--- config.mk ---
export PLATFORM = sky130hd
export DESIGN_NAME = xotrCore
export DESIGN_NICKNAME = d
export VERILOG_FILES = /design/src/hw/xotrPkg.sv /design/src/hw/xotrStepCounter.sv /design/src/hw/xotrSequencer.sv /design/src/hw/xotrDecoder.sv /design/src/hw/xotrNegAlu.sv /design/src/hw/xotrRegFile.sv /design/src/hw/xotrCore.sv
export SDC_FILE = /design/constraint.sdc
export NUM_CORES = 1
export LEC_CHECK = 0
export BUFFER_PORTS_ARGS = -buffer_cell sky130_fd_sc_hd__buf_2
export CORE_MARGIN = 5
export CORE_UTILIZATION = 45
export DETAILED_ROUTE_END_ITERATION = 8
export PLACE_DENSITY_LB_ADDON = 0.05
export SYNTH_ARGS = -nofsm -noshare
export SYNTH_HDL_FRONTEND = slang
export SYNTH_SLANG_ARGS = --single-unit
--- constraint.sdc ---
create_clock -name clk -period 2.5 [get_ports clk]
set_input_delay 0.25 -clock clk [delete_from_list [all_inputs] [get_ports clk]]
set_output_delay 0.25 -clock clk [all_outputs]
set_load 0.01 [all_outputs]
--- src/hw/xotrPkg.sv ---
// shared widths, enums and structs for the ED 01xxx10x execution unit, used by RTL and testbench
`default_nettype none

package xotrPkg;

    // ****************************************
    // constants
    // ****************************************

    localparam int StepWidth = 5;                 // same width as XPT
    localparam logic [2:0] RetiField = 3'b001;    // opcode bits 5:3 of RETI

    localparam logic [StepWidth-1:0] StepFirst = '0;
    localparam logic [StepWidth-1:0] StepSecond = StepWidth'(1);

    // ****************************************
    // enums
    // ****************************************

    typedef enum logic [1:0] {
        OpNeg,      // 01xxx100
        OpRet,      // 01xxx101, RETN or RETI
        OpNone      // anything else, one empty step
    } xotrOpE;

    typedef enum logic [1:0] {
        StIdle,
        StExec,
        StDone
    } xotrStateE;

    // ****************************************
    // structs
    // ****************************************

    typedef struct packed {
        logic negWrite;     // A and F take the NEG result
        logic popPcLow;
        logic popPcHigh;
        logic incSp;
        logic restoreIff;   // IFF1 <= IFF2
        logic retiAck;      // pulse to the interrupt controller
        logic lastStep;
    } xotrCtrlS;

    typedef struct packed {
        logic [7:0]  a;
        logic [15:0] sp;
        logic [15:0] pc;
        logic        iff2;
    } xotrLoadS;

    // flag byte in hardware bit order, 7 down to 0
    typedef struct packed {
        logic s;
        logic z;
        logic b5;
        logic h;
        logic b3;
        logic pv;
        logic n;
        logic c;
    } xotrFlagS;

    typedef struct packed {
        logic [7:0]  a;
        xotrFlagS    f;
        logic [15:0] pc;
        logic [15:0] sp;
        logic        iff1;
        logic        iff2;
    } xotrRegsS;

endpackage

`default_nettype wire

--- src/hw/xotrStepCounter.sv ---
// execution step counter; the decoder reads its value to know which step is running
`timescale 1ns/1ps
`default_nettype none

module xotrStepCounter (
    input  wire logic                         clk,
    input  wire logic                         rstN,
    input  wire logic                         clear,    // wins over advance
    input  wire logic                         advance,
    output      logic [xotrPkg::StepWidth-1:0] step
);

    logic [xotrPkg::StepWidth-1:0] stepNext;

    always_comb begin
        stepNext = step;
        if (clear) begin
            stepNext = '0;
        end else if (advance) begin
            stepNext = step + 1'b1;
        end
    end

    always_ff @(posedge clk or negedge rstN) begin
        if (!rstN) begin
            step <= '0;
        end else begin
            step <= stepNext;
        end
    end

endmodule

`default_nettype wire

--- src/hw/xotrSequencer.sv ---
// instruction FSM; takes the start strobe, runs the exec steps and ends with a one-cycle done
`timescale 1ns/1ps
`default_nettype none

module xotrSequencer (
    input  wire logic clk,
    input  wire logic rstN,
    input  wire logic start,
    input  wire logic load,
    input  wire logic lastStep,
    output      logic exec,
    output      logic busy,
    output      logic done,
    output      logic stepClear,
    output      logic stepAdvance,
    output      logic opLatch
);

    xotrPkg::xotrStateE state;
    xotrPkg::xotrStateE stateNext;
    logic               startOk;

    // a load in the same cycle takes priority, start is dropped
    assign startOk = start && !load && (state == xotrPkg::StIdle);

    always_comb begin
        stateNext = state;
        case (state)
            xotrPkg::StIdle: begin
                if (startOk) begin
                    stateNext = xotrPkg::StExec;
                end
            end
            xotrPkg::StExec: begin
                if (lastStep) begin
                    stateNext = xotrPkg::StDone;
                end
            end
            xotrPkg::StDone: begin
                stateNext = xotrPkg::StIdle;
            end
            default: begin
                stateNext = xotrPkg::StIdle;
            end
        endcase
    end

    always_ff @(posedge clk or negedge rstN) begin
        if (!rstN) begin
            state <= xotrPkg::StIdle;
        end else begin
            state <= stateNext;
        end
    end

    assign exec        = (state == xotrPkg::StExec);
    assign busy        = exec;
    assign done        = (state == xotrPkg::StDone);   // single cycle, not held
    assign opLatch     = startOk;
    assign stepClear   = startOk;                      // step 0 on first exec cycle
    assign stepAdvance = exec && !lastStep;

endmodule

`default_nettype wire

--- src/hw/xotrDecoder.sv ---
// latches the opcode class at start and turns class plus step into the control strobes
`timescale 1ns/1ps
`default_nettype none

module xotrDecoder (
    input  wire logic                          clk,
    input  wire logic                          rstN,
    input  wire logic                          opLatch,
    input  wire logic [7:0]                    opcode,
    input  wire logic                          exec,
    input  wire logic [xotrPkg::StepWidth-1:0] step,
    output      xotrPkg::xotrCtrlS             ctrl
);

    xotrPkg::xotrOpE opClass;
    xotrPkg::xotrOpE opClassNext;
    logic            isReti;

    // ****************************************
    // opcode class
    // ****************************************

    always_comb begin
        opClassNext = xotrPkg::OpNone;
        if (opcode[7:6] == 2'b01 && opcode[2:1] == 2'b10) begin
            opClassNext = opcode[0] ? xotrPkg::OpRet : xotrPkg::OpNeg;  // split on bit 0
        end
    end

    always_ff @(posedge clk or negedge rstN) begin
        if (!rstN) begin
            opClass <= xotrPkg::OpNone;
            isReti  <= 1'b0;
        end else if (opLatch) begin
            opClass <= opClassNext;
            isReti  <= (opcode[5:3] == xotrPkg::RetiField);
        end
    end

    // ****************************************
    // strobes
    // ****************************************

    always_comb begin
        ctrl = '0;
        if (exec) begin
            case (opClass)
                xotrPkg::OpNeg: begin
                    ctrl.negWrite = 1'b1;
                    ctrl.lastStep = 1'b1;
                end
                xotrPkg::OpRet: begin
                    if (step == xotrPkg::StepFirst) begin
                        ctrl.popPcLow = 1'b1;
                        ctrl.incSp    = 1'b1;
                    end else begin
                        // second step, or a stray later one ends the op too
                        ctrl.popPcHigh  = (step == xotrPkg::StepSecond);
                        ctrl.incSp      = (step == xotrPkg::StepSecond);
                        ctrl.restoreIff = (step == xotrPkg::StepSecond);
                        ctrl.retiAck    = isReti && (step == xotrPkg::StepSecond);
                        ctrl.lastStep   = 1'b1;
                    end
                end
                default: begin
                    ctrl.lastStep = 1'b1;   // empty step
                end
            endcase
        end
    end

endmodule

`default_nettype wire

--- src/hw/xotrNegAlu.sv ---
// combinational NEG datapath; two's complement of A with the full flag byte
`timescale 1ns/1ps
`default_nettype none

module xotrNegAlu (
    input  wire logic [7:0]        a,
    output      logic [7:0]        result,
    output      xotrPkg::xotrFlagS flags
);

    logic aZero;

    assign aZero  = (a == 8'h00);
    assign result = 8'h00 - a;

    always_comb begin
        flags    = '0;                      // b5 and b3 stay clear
        flags.s  = result[7];
        flags.z  = (result == 8'h00);
        flags.h  = (a[3:0] != 4'h0);        // borrow out of low nibble
        flags.pv = (a == 8'h80);            // only overflow case
        flags.n  = 1'b1;
        flags.c  = !aZero;
    end

endmodule

`default_nettype wire

--- src/hw/xotrRegFile.sv ---
// register block for A, F, PC, SP and the IFFs; applies loads, NEG results and stack pops
`timescale 1ns/1ps
`default_nettype none

module xotrRegFile (
    input  wire logic              clk,
    input  wire logic              rstN,
    input  wire logic              load,
    input  wire xotrPkg::xotrLoadS regLoad,
    input  wire xotrPkg::xotrCtrlS ctrl,
    input  wire logic [7:0]        memData,
    input  wire logic [7:0]        negResult,
    input  wire xotrPkg::xotrFlagS negFlags,
    output      xotrPkg::xotrRegsS regs,
    output      logic [15:0]       memAddr,
    output      logic              memRead
);

    xotrPkg::xotrRegsS regsNext;
    logic              ctrlActive;
    logic              doneCycle;   // high in the cycle after the last step

    // every exec step raises at least one strobe
    assign ctrlActive = |ctrl;

    // ****************************************
    // next state
    // ****************************************

    always_comb begin
        regsNext = regs;
        if (load && !ctrlActive && !doneCycle) begin
            regsNext.a    = regLoad.a;
            regsNext.sp   = regLoad.sp;
            regsNext.pc   = regLoad.pc;
            regsNext.iff2 = regLoad.iff2;
            regsNext.iff1 = 1'b0;           // F untouched
        end else begin
            if (ctrl.negWrite) begin
                regsNext.a = negResult;
                regsNext.f = negFlags;
            end
            if (ctrl.popPcLow) begin
                regsNext.pc[7:0] = memData;
            end
            if (ctrl.popPcHigh) begin
                regsNext.pc[15:8] = memData;
            end
            if (ctrl.incSp) begin
                regsNext.sp = regs.sp + 16'd1;
            end
            if (ctrl.restoreIff) begin
                regsNext.iff1 = regs.iff2;
            end
        end
    end

    always_ff @(posedge clk or negedge rstN) begin
        if (!rstN) begin
            regs      <= '0;
            doneCycle <= 1'b0;
        end else begin
            regs      <= regsNext;
            doneCycle <= ctrl.lastStep;
        end
    end

    // ****************************************
    // stack read port
    // ****************************************

    assign memAddr = regs.sp;
    assign memRead = ctrl.popPcLow || ctrl.popPcHigh;

endmodule

`default_nettype wire

--- src/hw/xotrCore.sv ---
// top level of the ED 01xxx10x unit; connects sequencer, step counter, decoder, NEG and registers
`timescale 1ns/1ps
`default_nettype none

module xotrCore (
    input  wire logic              clk,
    input  wire logic              rstN,
    input  wire logic              start,
    input  wire logic [7:0]        opcode,
    input  wire logic              load,
    input  wire xotrPkg::xotrLoadS regLoad,
    input  wire logic [7:0]        memData,
    output      logic              busy,
    output      logic              done,
    output      logic              retiAck,
    output      logic [15:0]       memAddr,
    output      logic              memRead,
    output      xotrPkg::xotrRegsS regs
);

    logic                          exec;
    logic                          stepClear;
    logic                          stepAdvance;
    logic                          opLatch;
    logic [xotrPkg::StepWidth-1:0] step;
    xotrPkg::xotrCtrlS             ctrl;
    logic [7:0]                    negResult;
    xotrPkg::xotrFlagS             negFlags;

    xotrSequencer sequencer (
        .clk(clk), .rstN(rstN), .start(start), .load(load),
        .lastStep(ctrl.lastStep), .exec(exec), .busy(busy), .done(done),
        .stepClear(stepClear), .stepAdvance(stepAdvance), .opLatch(opLatch)
    );

    xotrStepCounter stepCounter (
        .clk(clk), .rstN(rstN), .clear(stepClear), .advance(stepAdvance), .step(step)
    );

    xotrDecoder decoder (
        .clk(clk), .rstN(rstN), .opLatch(opLatch), .opcode(opcode),
        .exec(exec), .step(step), .ctrl(ctrl)
    );

    xotrNegAlu negAlu (
        .a(regs.a), .result(negResult), .flags(negFlags)
    );

    xotrRegFile regFile (
        .clk(clk), .rstN(rstN), .load(load), .regLoad(regLoad), .ctrl(ctrl),
        .memData(memData), .negResult(negResult), .negFlags(negFlags),
        .regs(regs), .memAddr(memAddr), .memRead(memRead)
    );

    assign retiAck = ctrl.retiAck;  // to interrupt controller

endmodule

`default_nettype wire

==> Word-level counts from Yosys, hierarchy flattened <==
Index checks and enable logic that the tools add are counted.
{ "totals": {"regBits": 59, "latch_bits": 0, "mem_bits_rw": 0, "rom_bits": 0, "wordCells": 81, "memories": 0} }
{ "op_classes": {"add_sub_neg": 3, "multipliers": 0, "n_div": 0, "magnitude_cmp": 0, "n_eq_ne": 10, "n_shift": 0, "n_mux": 22, "bitwise_logic": 1, "reduce_logical": 28} }
{ "ops": {"columns": ["operator", "count"], "rows": [
  ["two-way mux 33 bit", 1],
  ["two-way mux 16 bit", 2],
  ["two-way mux 8 bit", 3],
  ["adder 16 x 1 -> 16 bit (second input constant)", 1],
  ["logical NOT 8 bit", 2],
  ["two-way mux 5 bit", 3],
  ["nonzero test 2 bit", 6],
  ["equality test 8 bit (second input constant)", 1],
  ["subtractor 1 x 8 -> 8 bit (first input constant)", 1],
  ["logical AND 1 bit", 7],
  ["two-way mux 1 bit", 7],
  ["two-way mux 7 bit", 1],
  ["OR reduction 7 bit", 1],
  ["equality test 2 x 1 -> 1 bit (second input constant)", 3],
  ["two-way mux 2 bit", 3],
  ["adder 5 x 1 -> 5 bit (second input constant)", 1],
  ["equality test 5 x 1 -> 1 bit (second input constant)", 1],
  ["logical NOT 1 bit", 5],
  ["logical NOT 5 bit", 1],
  ["equality test 2 bit (second input constant)", 2],
  ["logical NOT 2 bit", 2],
  ["inequality test 2 x 1 -> 1 bit (second input constant)", 2],
  ["case mux 2 bit (2 select lines)", 1],
  ["AND reduction 2 bit", 2],
  ["5 further kinds", 5]
]} }

==> Logic depth before layout (Yosys ltp) <==
{ "logic_depth": {"word_depth": 11, "ltp_mapped": 9, "mapped_depth_nobuf": 7} }

==> Cells and area by module <==
Synthesis repeated with hierarchy kept, for this count alone.
{ "hier_totals": {"cells_unflattened": 325, "area_unflattened_um2": 3370.7} }
{ "modules_own_cells": {"columns": ["mod", "instances", "cells_per_inst", "area_each_um2", "seq_area_each_um2"], "rows": [
  ["xotrRegFile", 1, 235, 2526.2, 1276.2],
  ["xotrNegAlu", 1, 35, 262.8, 0.0],
  ["xotrStepCounter", 1, 22, 252.7, 125.1],
  ["xotrDecoder", 1, 22, 215.2, 76.3],
  ["xotrSequencer", 1, 11, 113.9, 50.0]
]} }

==> Worst setup path before layout <==
No wires, ideal clock.
{ "synth_timing": {"kind": "register to register", "start": "register decoder.opClass[1]", "end": "register, netlist name regFile.memAddr[13]", "arrival_ns": 2.103, "required_time_ns": 2.418, "setup_slack_ns": 0.315, "path_stages_with_launch": 6, "synth_period_minus_slack_ns": 2.185, "path_cell_list": "dfstp_2 -> or4b_4 -> or4_1 -> clkbuf_2 -> or4_1 -> a31oi_1"} }
{ "synth_between": {"elab_chain_cells": 8} }
{ "synth_lines": {"columns": ["element", "line_no", "text"], "rows": [
  ["from (decl)", "xotrDecoder.sv:15", "xotrPkg::xotrOpE opClass;"],
  ["from (signal assigned)", "xotrDecoder.sv:32", "opClass <= xotrPkg::OpNone;"],
  ["from (signal assigned)", "xotrDecoder.sv:35", "opClass <= opClassNext;"],
  ["equality test 2 x 1 -> 1 bit or logical NOT 2 bit (tied branches)", "xotrDecoder.sv:47", "case (opClass)"],
  ["two-way mux 5 bit or two-way mux 1 bit (tied branches)", "xotrDecoder.sv:47", null],
  ["two-way mux 7 bit (*)", "xotrDecoder.sv:46", "if (exec) begin"],
  ["OR reduction 7 bit", "xotrRegFile.sv:24", "assign ctrlActive = |ctrl;"],
  ["logical NOT 1 bit", "xotrRegFile.sv:32", "if (load && !ctrlActive && !doneCycle) begin"],
  ["logical AND 1 bit (2 in a row)", "xotrRegFile.sv:32", null],
  ["two-way mux 33 bit or nonzero test 2 bit (tied branches)", null, null]
]} }
Every way passes the cells marked *; elsewhere a longest branch is shown, timed or not.
A chain may end at the register's enable or synchronous reset.

==> Worst setup path in the final report <==
{ "layout_timing": {"start": "register stepCounter.step[2] in the netlist's numbering", "end": "output port memRead"} }
{ "layout_between": {"elab_chain_cells": 5} }
{ "layout_lines": {"columns": ["element", "line_no", "text"], "rows": [
  ["from (decl)", "xotrStepCounter.sv:10", "output logic [xotrPkg::StepWidth-1:0] step"],
  ["from (signal assigned)", "xotrStepCounter.sv:28", "step <= stepNext;"],
  ["equality test 5 x 1 -> 1 bit or logical NOT 5 bit (tied branches)", "xotrDecoder.sv:58, xotrDecoder.sv:53", null],
  ["two-way mux 1 bit", "xotrDecoder.sv:53", "if (step == xotrPkg::StepFirst) begin"],
  ["two-way mux 5 bit (*)", "xotrDecoder.sv:47", null],
  ["two-way mux 7 bit (*)", "xotrDecoder.sv:46", null],
  ["logical OR 1 bit (*)", "xotrRegFile.sv:73", "assign memRead = ctrl.popPcLow || ctrl.popPcHigh;"],
  ["to (decl)", "xotrCore.sv:17", "output logic memRead,"]
]} }
Marked as above.

==> results_tabular.tex <==
\begin{tabular}{lr}
\hline
Metric & Value \\
\hline
\multicolumn{2}{l}{\textbf{Drt}} \\
\quad Total Routed Length & slightly above 8000 um \\
\quad Detail Route Antenna Nets & 0 \\
\quad Per-cell via count in the routed design & roughly 5.2 \\
\quad Total via count after detailed routing & 2,897 \\
\quad Length of the first detailed-routing pass in iterations & 4 \\
\quad Routed len/inst & $\sim$15 um \\
\quad Drt first-iter violations & between 80 and 90 \\
\quad Post-route DRC violation count & 0 \\
\multicolumn{2}{l}{\textbf{Global routing}} \\
\quad Wire length of the first global-routing pass & approximately 13,000 um \\
\quad Global routing usage summed across all routing layers & a little under a fifth \\
\quad Grt met3 use & 4.59\% \\
\quad GR Util met2 & slightly above 30\% \\
\quad Maximum number of pins on one net before global-route repair & 60 \\
\quad Global-route track usage on met1 & roughly a quarter \\
\quad Remaining global-route overflow & 0 \\
\quad Antenna violations before repair & 0 \\
\quad GR peak layer & met2 \\
\quad Number of global-route vias before repair & roughly 2,800 \\
\multicolumn{2}{l}{\textbf{Synth}} \\
\quad Post-synth top area cell & dfrtp\_1 \\
\quad Synth cell types & 52 \\
\quad FF+latch count, synth & a little under 60 \\
\quad Syn\_area\_per\_cell & about 9.3 um\^{}2 \\
\quad Synth Warn \# & 0 \\
\quad Register area share after synthesis & between 40\% and 50\% \\
\quad EDFF count, synth & 0 \\
\quad Async set-or-reset flop fraction in the synthesized netlist & 100\% \\
\quad Synth top area cells & dfrtp\_1, nand2\_1, buf\_4 \\
\quad Cell area after technology mapping & 3130 um\^{}2 \\
\quad Fraction of synthesized cell area taken by the top area cell type & approximately 46\% \\
\quad Most common flop cell mapped by yosys & dfrtp\_1 \\
\quad Instance count of the mapped netlist & between 300 and 400 \\
\multicolumn{2}{l}{\textbf{Timing}} \\
\quad Setup-failing EPs final & 0 \\
\quad Highest clock frequency the design can meet & roughly 440 MHz \\
\quad RSZ-0062 raised after global routing & no \\
\quad Final-report hold violation count & 0 \\
\quad Total count of max-transition violations in the final report & 0 \\
\quad Maximum clock skew at final layout & between 0.01 and 0.015 ns \\
\quad Final TNS setup & 0 ns \\
\quad Final critical-path required period & $\sim$2.3 ns \\
\quad Worst Tran Pin Value & $\sim$0.75 ns \\
\quad Setup slack of the critical path after layout & 0.213 ns \\
\quad Final worst path period share & 91.5\% \\
\quad Headroom to the max-slew limit & between 50 and 60\% \\
\multicolumn{2}{l}{\textbf{Cells and area}} \\
\quad Count of antenna diodes in the layout & 0 \\
\quad Layout cells sized above 1 & 35.6\% \\
\quad Finished layout cell area & between 4000 and 5000 um\^{}2 \\
\quad Final core utilization & 59.1\% \\
\quad Area grow syn2layout & 28.4\% \\
\quad Fin nets & between 500 and 600 \\
\multicolumn{2}{l}{\textbf{Place}} \\
\quad Worst setup slack before clock tree synthesis & 0.245 ns \\
\quad Hpwl dp & 6140 um \\
\quad Area after DPL & 3810 um\^{}2 \\
\quad Final RePlAce weighted congestion & around 0.79 \\
\quad Number of port buffers & 128 \\
\multicolumn{2}{l}{\textbf{Critical path}} \\
\quad Endpoint required time on the critical path & about 2.3 ns \\
\quad Worst reg2reg path depth & 4 \\
\quad Crit path arrival time & roughly 2.0 ns \\
\quad CP Class & reg -> out \\
\quad Launching element type of the critical path & flop \\
\quad Endpoint kind of the worst setup timing path & output pin \\
\quad Largest fanout of any net on the critical path & 8 \\
\multicolumn{2}{l}{\textbf{Clock network}} \\
\quad Clock sinks & just under 60 \\
\quad TritonCTS clock tree & yes \\
\quad \# resized after CTS & 0 \\
\quad Post-CTS Setup Inserts & 0 \\
\quad Cts-stage hold buffer count & 0 \\
\quad Clock buffers created by TritonCTS & 9 \\
\quad Clock Path Buffers & 2 \\
\quad H-tree depth & 3 \\
\quad Clk slew on worst S/H paths & 0.07 ns \\
\quad Insertion delay of the later-clocked pin in the worst-skew pair & between 0.3 and 0.4 ns \\
\quad Root buffer selected by CTS & clkbuf\_8 \\
\multicolumn{2}{l}{\textbf{Pwr}} \\
\quad Static power due to leakage & between 1.5 and 2 nW \\
\quad Worst VDD drop & 0.000358 V \\
\quad Power after layout & approximately 2.9 mW \\
\quad Pwr dens & 716 nW/um\^{}2 \\
\multicolumn{2}{l}{\textbf{Floorplan}} \\
\quad Number of placed I/O pins & 131 \\
\quad Core Region & a little under 7000 um\^{}2 \\
\quad Die ar. & 8720 um\^{}2 \\
\quad Starting Density & between 40 and 50\% \\
\quad Die extent in y & 93.4 um \\
\quad Overall die width & between 90 and 100 um \\
\quad Site row count & 30 \\
\multicolumn{2}{l}{\textbf{Hold path}} \\
\quad Type of the tightest min-delay check & in -> async \\
\multicolumn{2}{l}{\textbf{Run}} \\
\quad Number of max-cap violations & 0 \\
\multicolumn{2}{l}{\textbf{Status}} \\
\quad Status & completed \\
\hline
\end{tabular}
[synthesized netlist by cell type (2+ instances only)]
master	number
a211oi_1	3
a21bo_2	4
a21oi_1	5
a221o_1	12
a22oi_1	17
a31oi_1	6
and2_1	2
and3_1	4
buf_4	18
clkbuf_1	12
dfrtp_1	58
ha_1	5
inv_1	17
nand2_1	41
nand2b_1	4
nand3_1	18
nand4_1	5
nor2_1	21
nor3_1	11
nor3b_1	5
nor4_1	3
nor4b_1	5
o21ai_0	24
o22ai_1	2
o31ai_1	2
or3_1	3
or4_1	2
xnor2_1	4
[per-layer routing]
metal,routed length [um],vias up
li1,-,1452
met1,3620,1346
met2,3960,97
met3,621,2
met4,34,0
met5,0,-
[cells in the final DEF, fill, tap and decap left out, drive strengths merged, types with 6 or more instances in the layout]
cell type,n
a221o,12
nor3,11
dfrtp,58
buf,140
nand2,41
o21ai,25
nor2,21
clkbuf,11
nand3,18
inv,17
a31oi,6
a22oi,17
[report_power, final]
part | internal [mW] | switching (mW) | total, mW
registers | 1.10 | 0.157 | 1.26
logic | 0.315 | 0.378 | 0.693
clock network | 0.559 | 0.366 | 0.925
[stage by stage]
step                instances  hold WS (ns)
global placement          543         0.442
floorplan                 338       -0.0456
finish                    559        0.0723
global route              559         0.119
CTS                       559         0.103
detailed placement        543         0.448
[layout make-up]
class                      count  area (um^2)
clock buffer                  11          131
sequential                    59         1480
timing repair buffer         140          731
clock inverter                 5         77.6
multi-input combinational    230         1410
tap                           96          120
fill                         635         2780
inverter                      18         67.6
[path summary, 6_finish.rpt]
path / start / end / slack (ns)
setup / recovery: stepCounter.step[2]$_DFFE_PN0P_ / memRead / 0.21
hold / removal: rstN / regFile.regs[40]$_DFFE_PN0P_ / 0.07
setup reg to reg: stepCounter.step[2]$_DFFE_PN0P_ / regFile.memAddr[13]$_DFFE_PN0P_ / 0.23
hold reg to reg: regFile.regs[35]$_DFFE_PN0P_ / regFile.regs[35]$_DFFE_PN0P_ / 0.46
max in group asynchronous: rstN / regFile.regs[25]$_DFFE_PN0P_ / 1.92
min in group clk: regLoad[0] / regFile.regs[0]$_DFFE_PN0P_ / 0.12
[sequential cells by signal (all words and copies together) (netlist names)]
register           flops
decoder.isReti         1
sequencer.state        2
regFile.doneCycle      1
regFile.regs          32
decoder.opClass        2
regFile.memAddr       16
stepCounter.step       5
[cells by family after synthesis]
group | count (synthesis) | share of synthesized area, %
compound gates | 85 | 19.2
xor+xnor | 4 | 1.12
fa+ha+maj | 5 | 2.00
buf+inv | 49 | 8.08
flops | 59 | 47.2
other cells | 1 | 0.120
simple gates | 134 | 22.2
[worst max-delay path: stages, from the launching register on]
cell,delay [ns]
dfrtp_1,0.39
or4b_4,0.56
or3_1,0.38
clkinv_1,0.19
buf_2,0.18
Note: power is estimated with default switching activity, not from simulation.
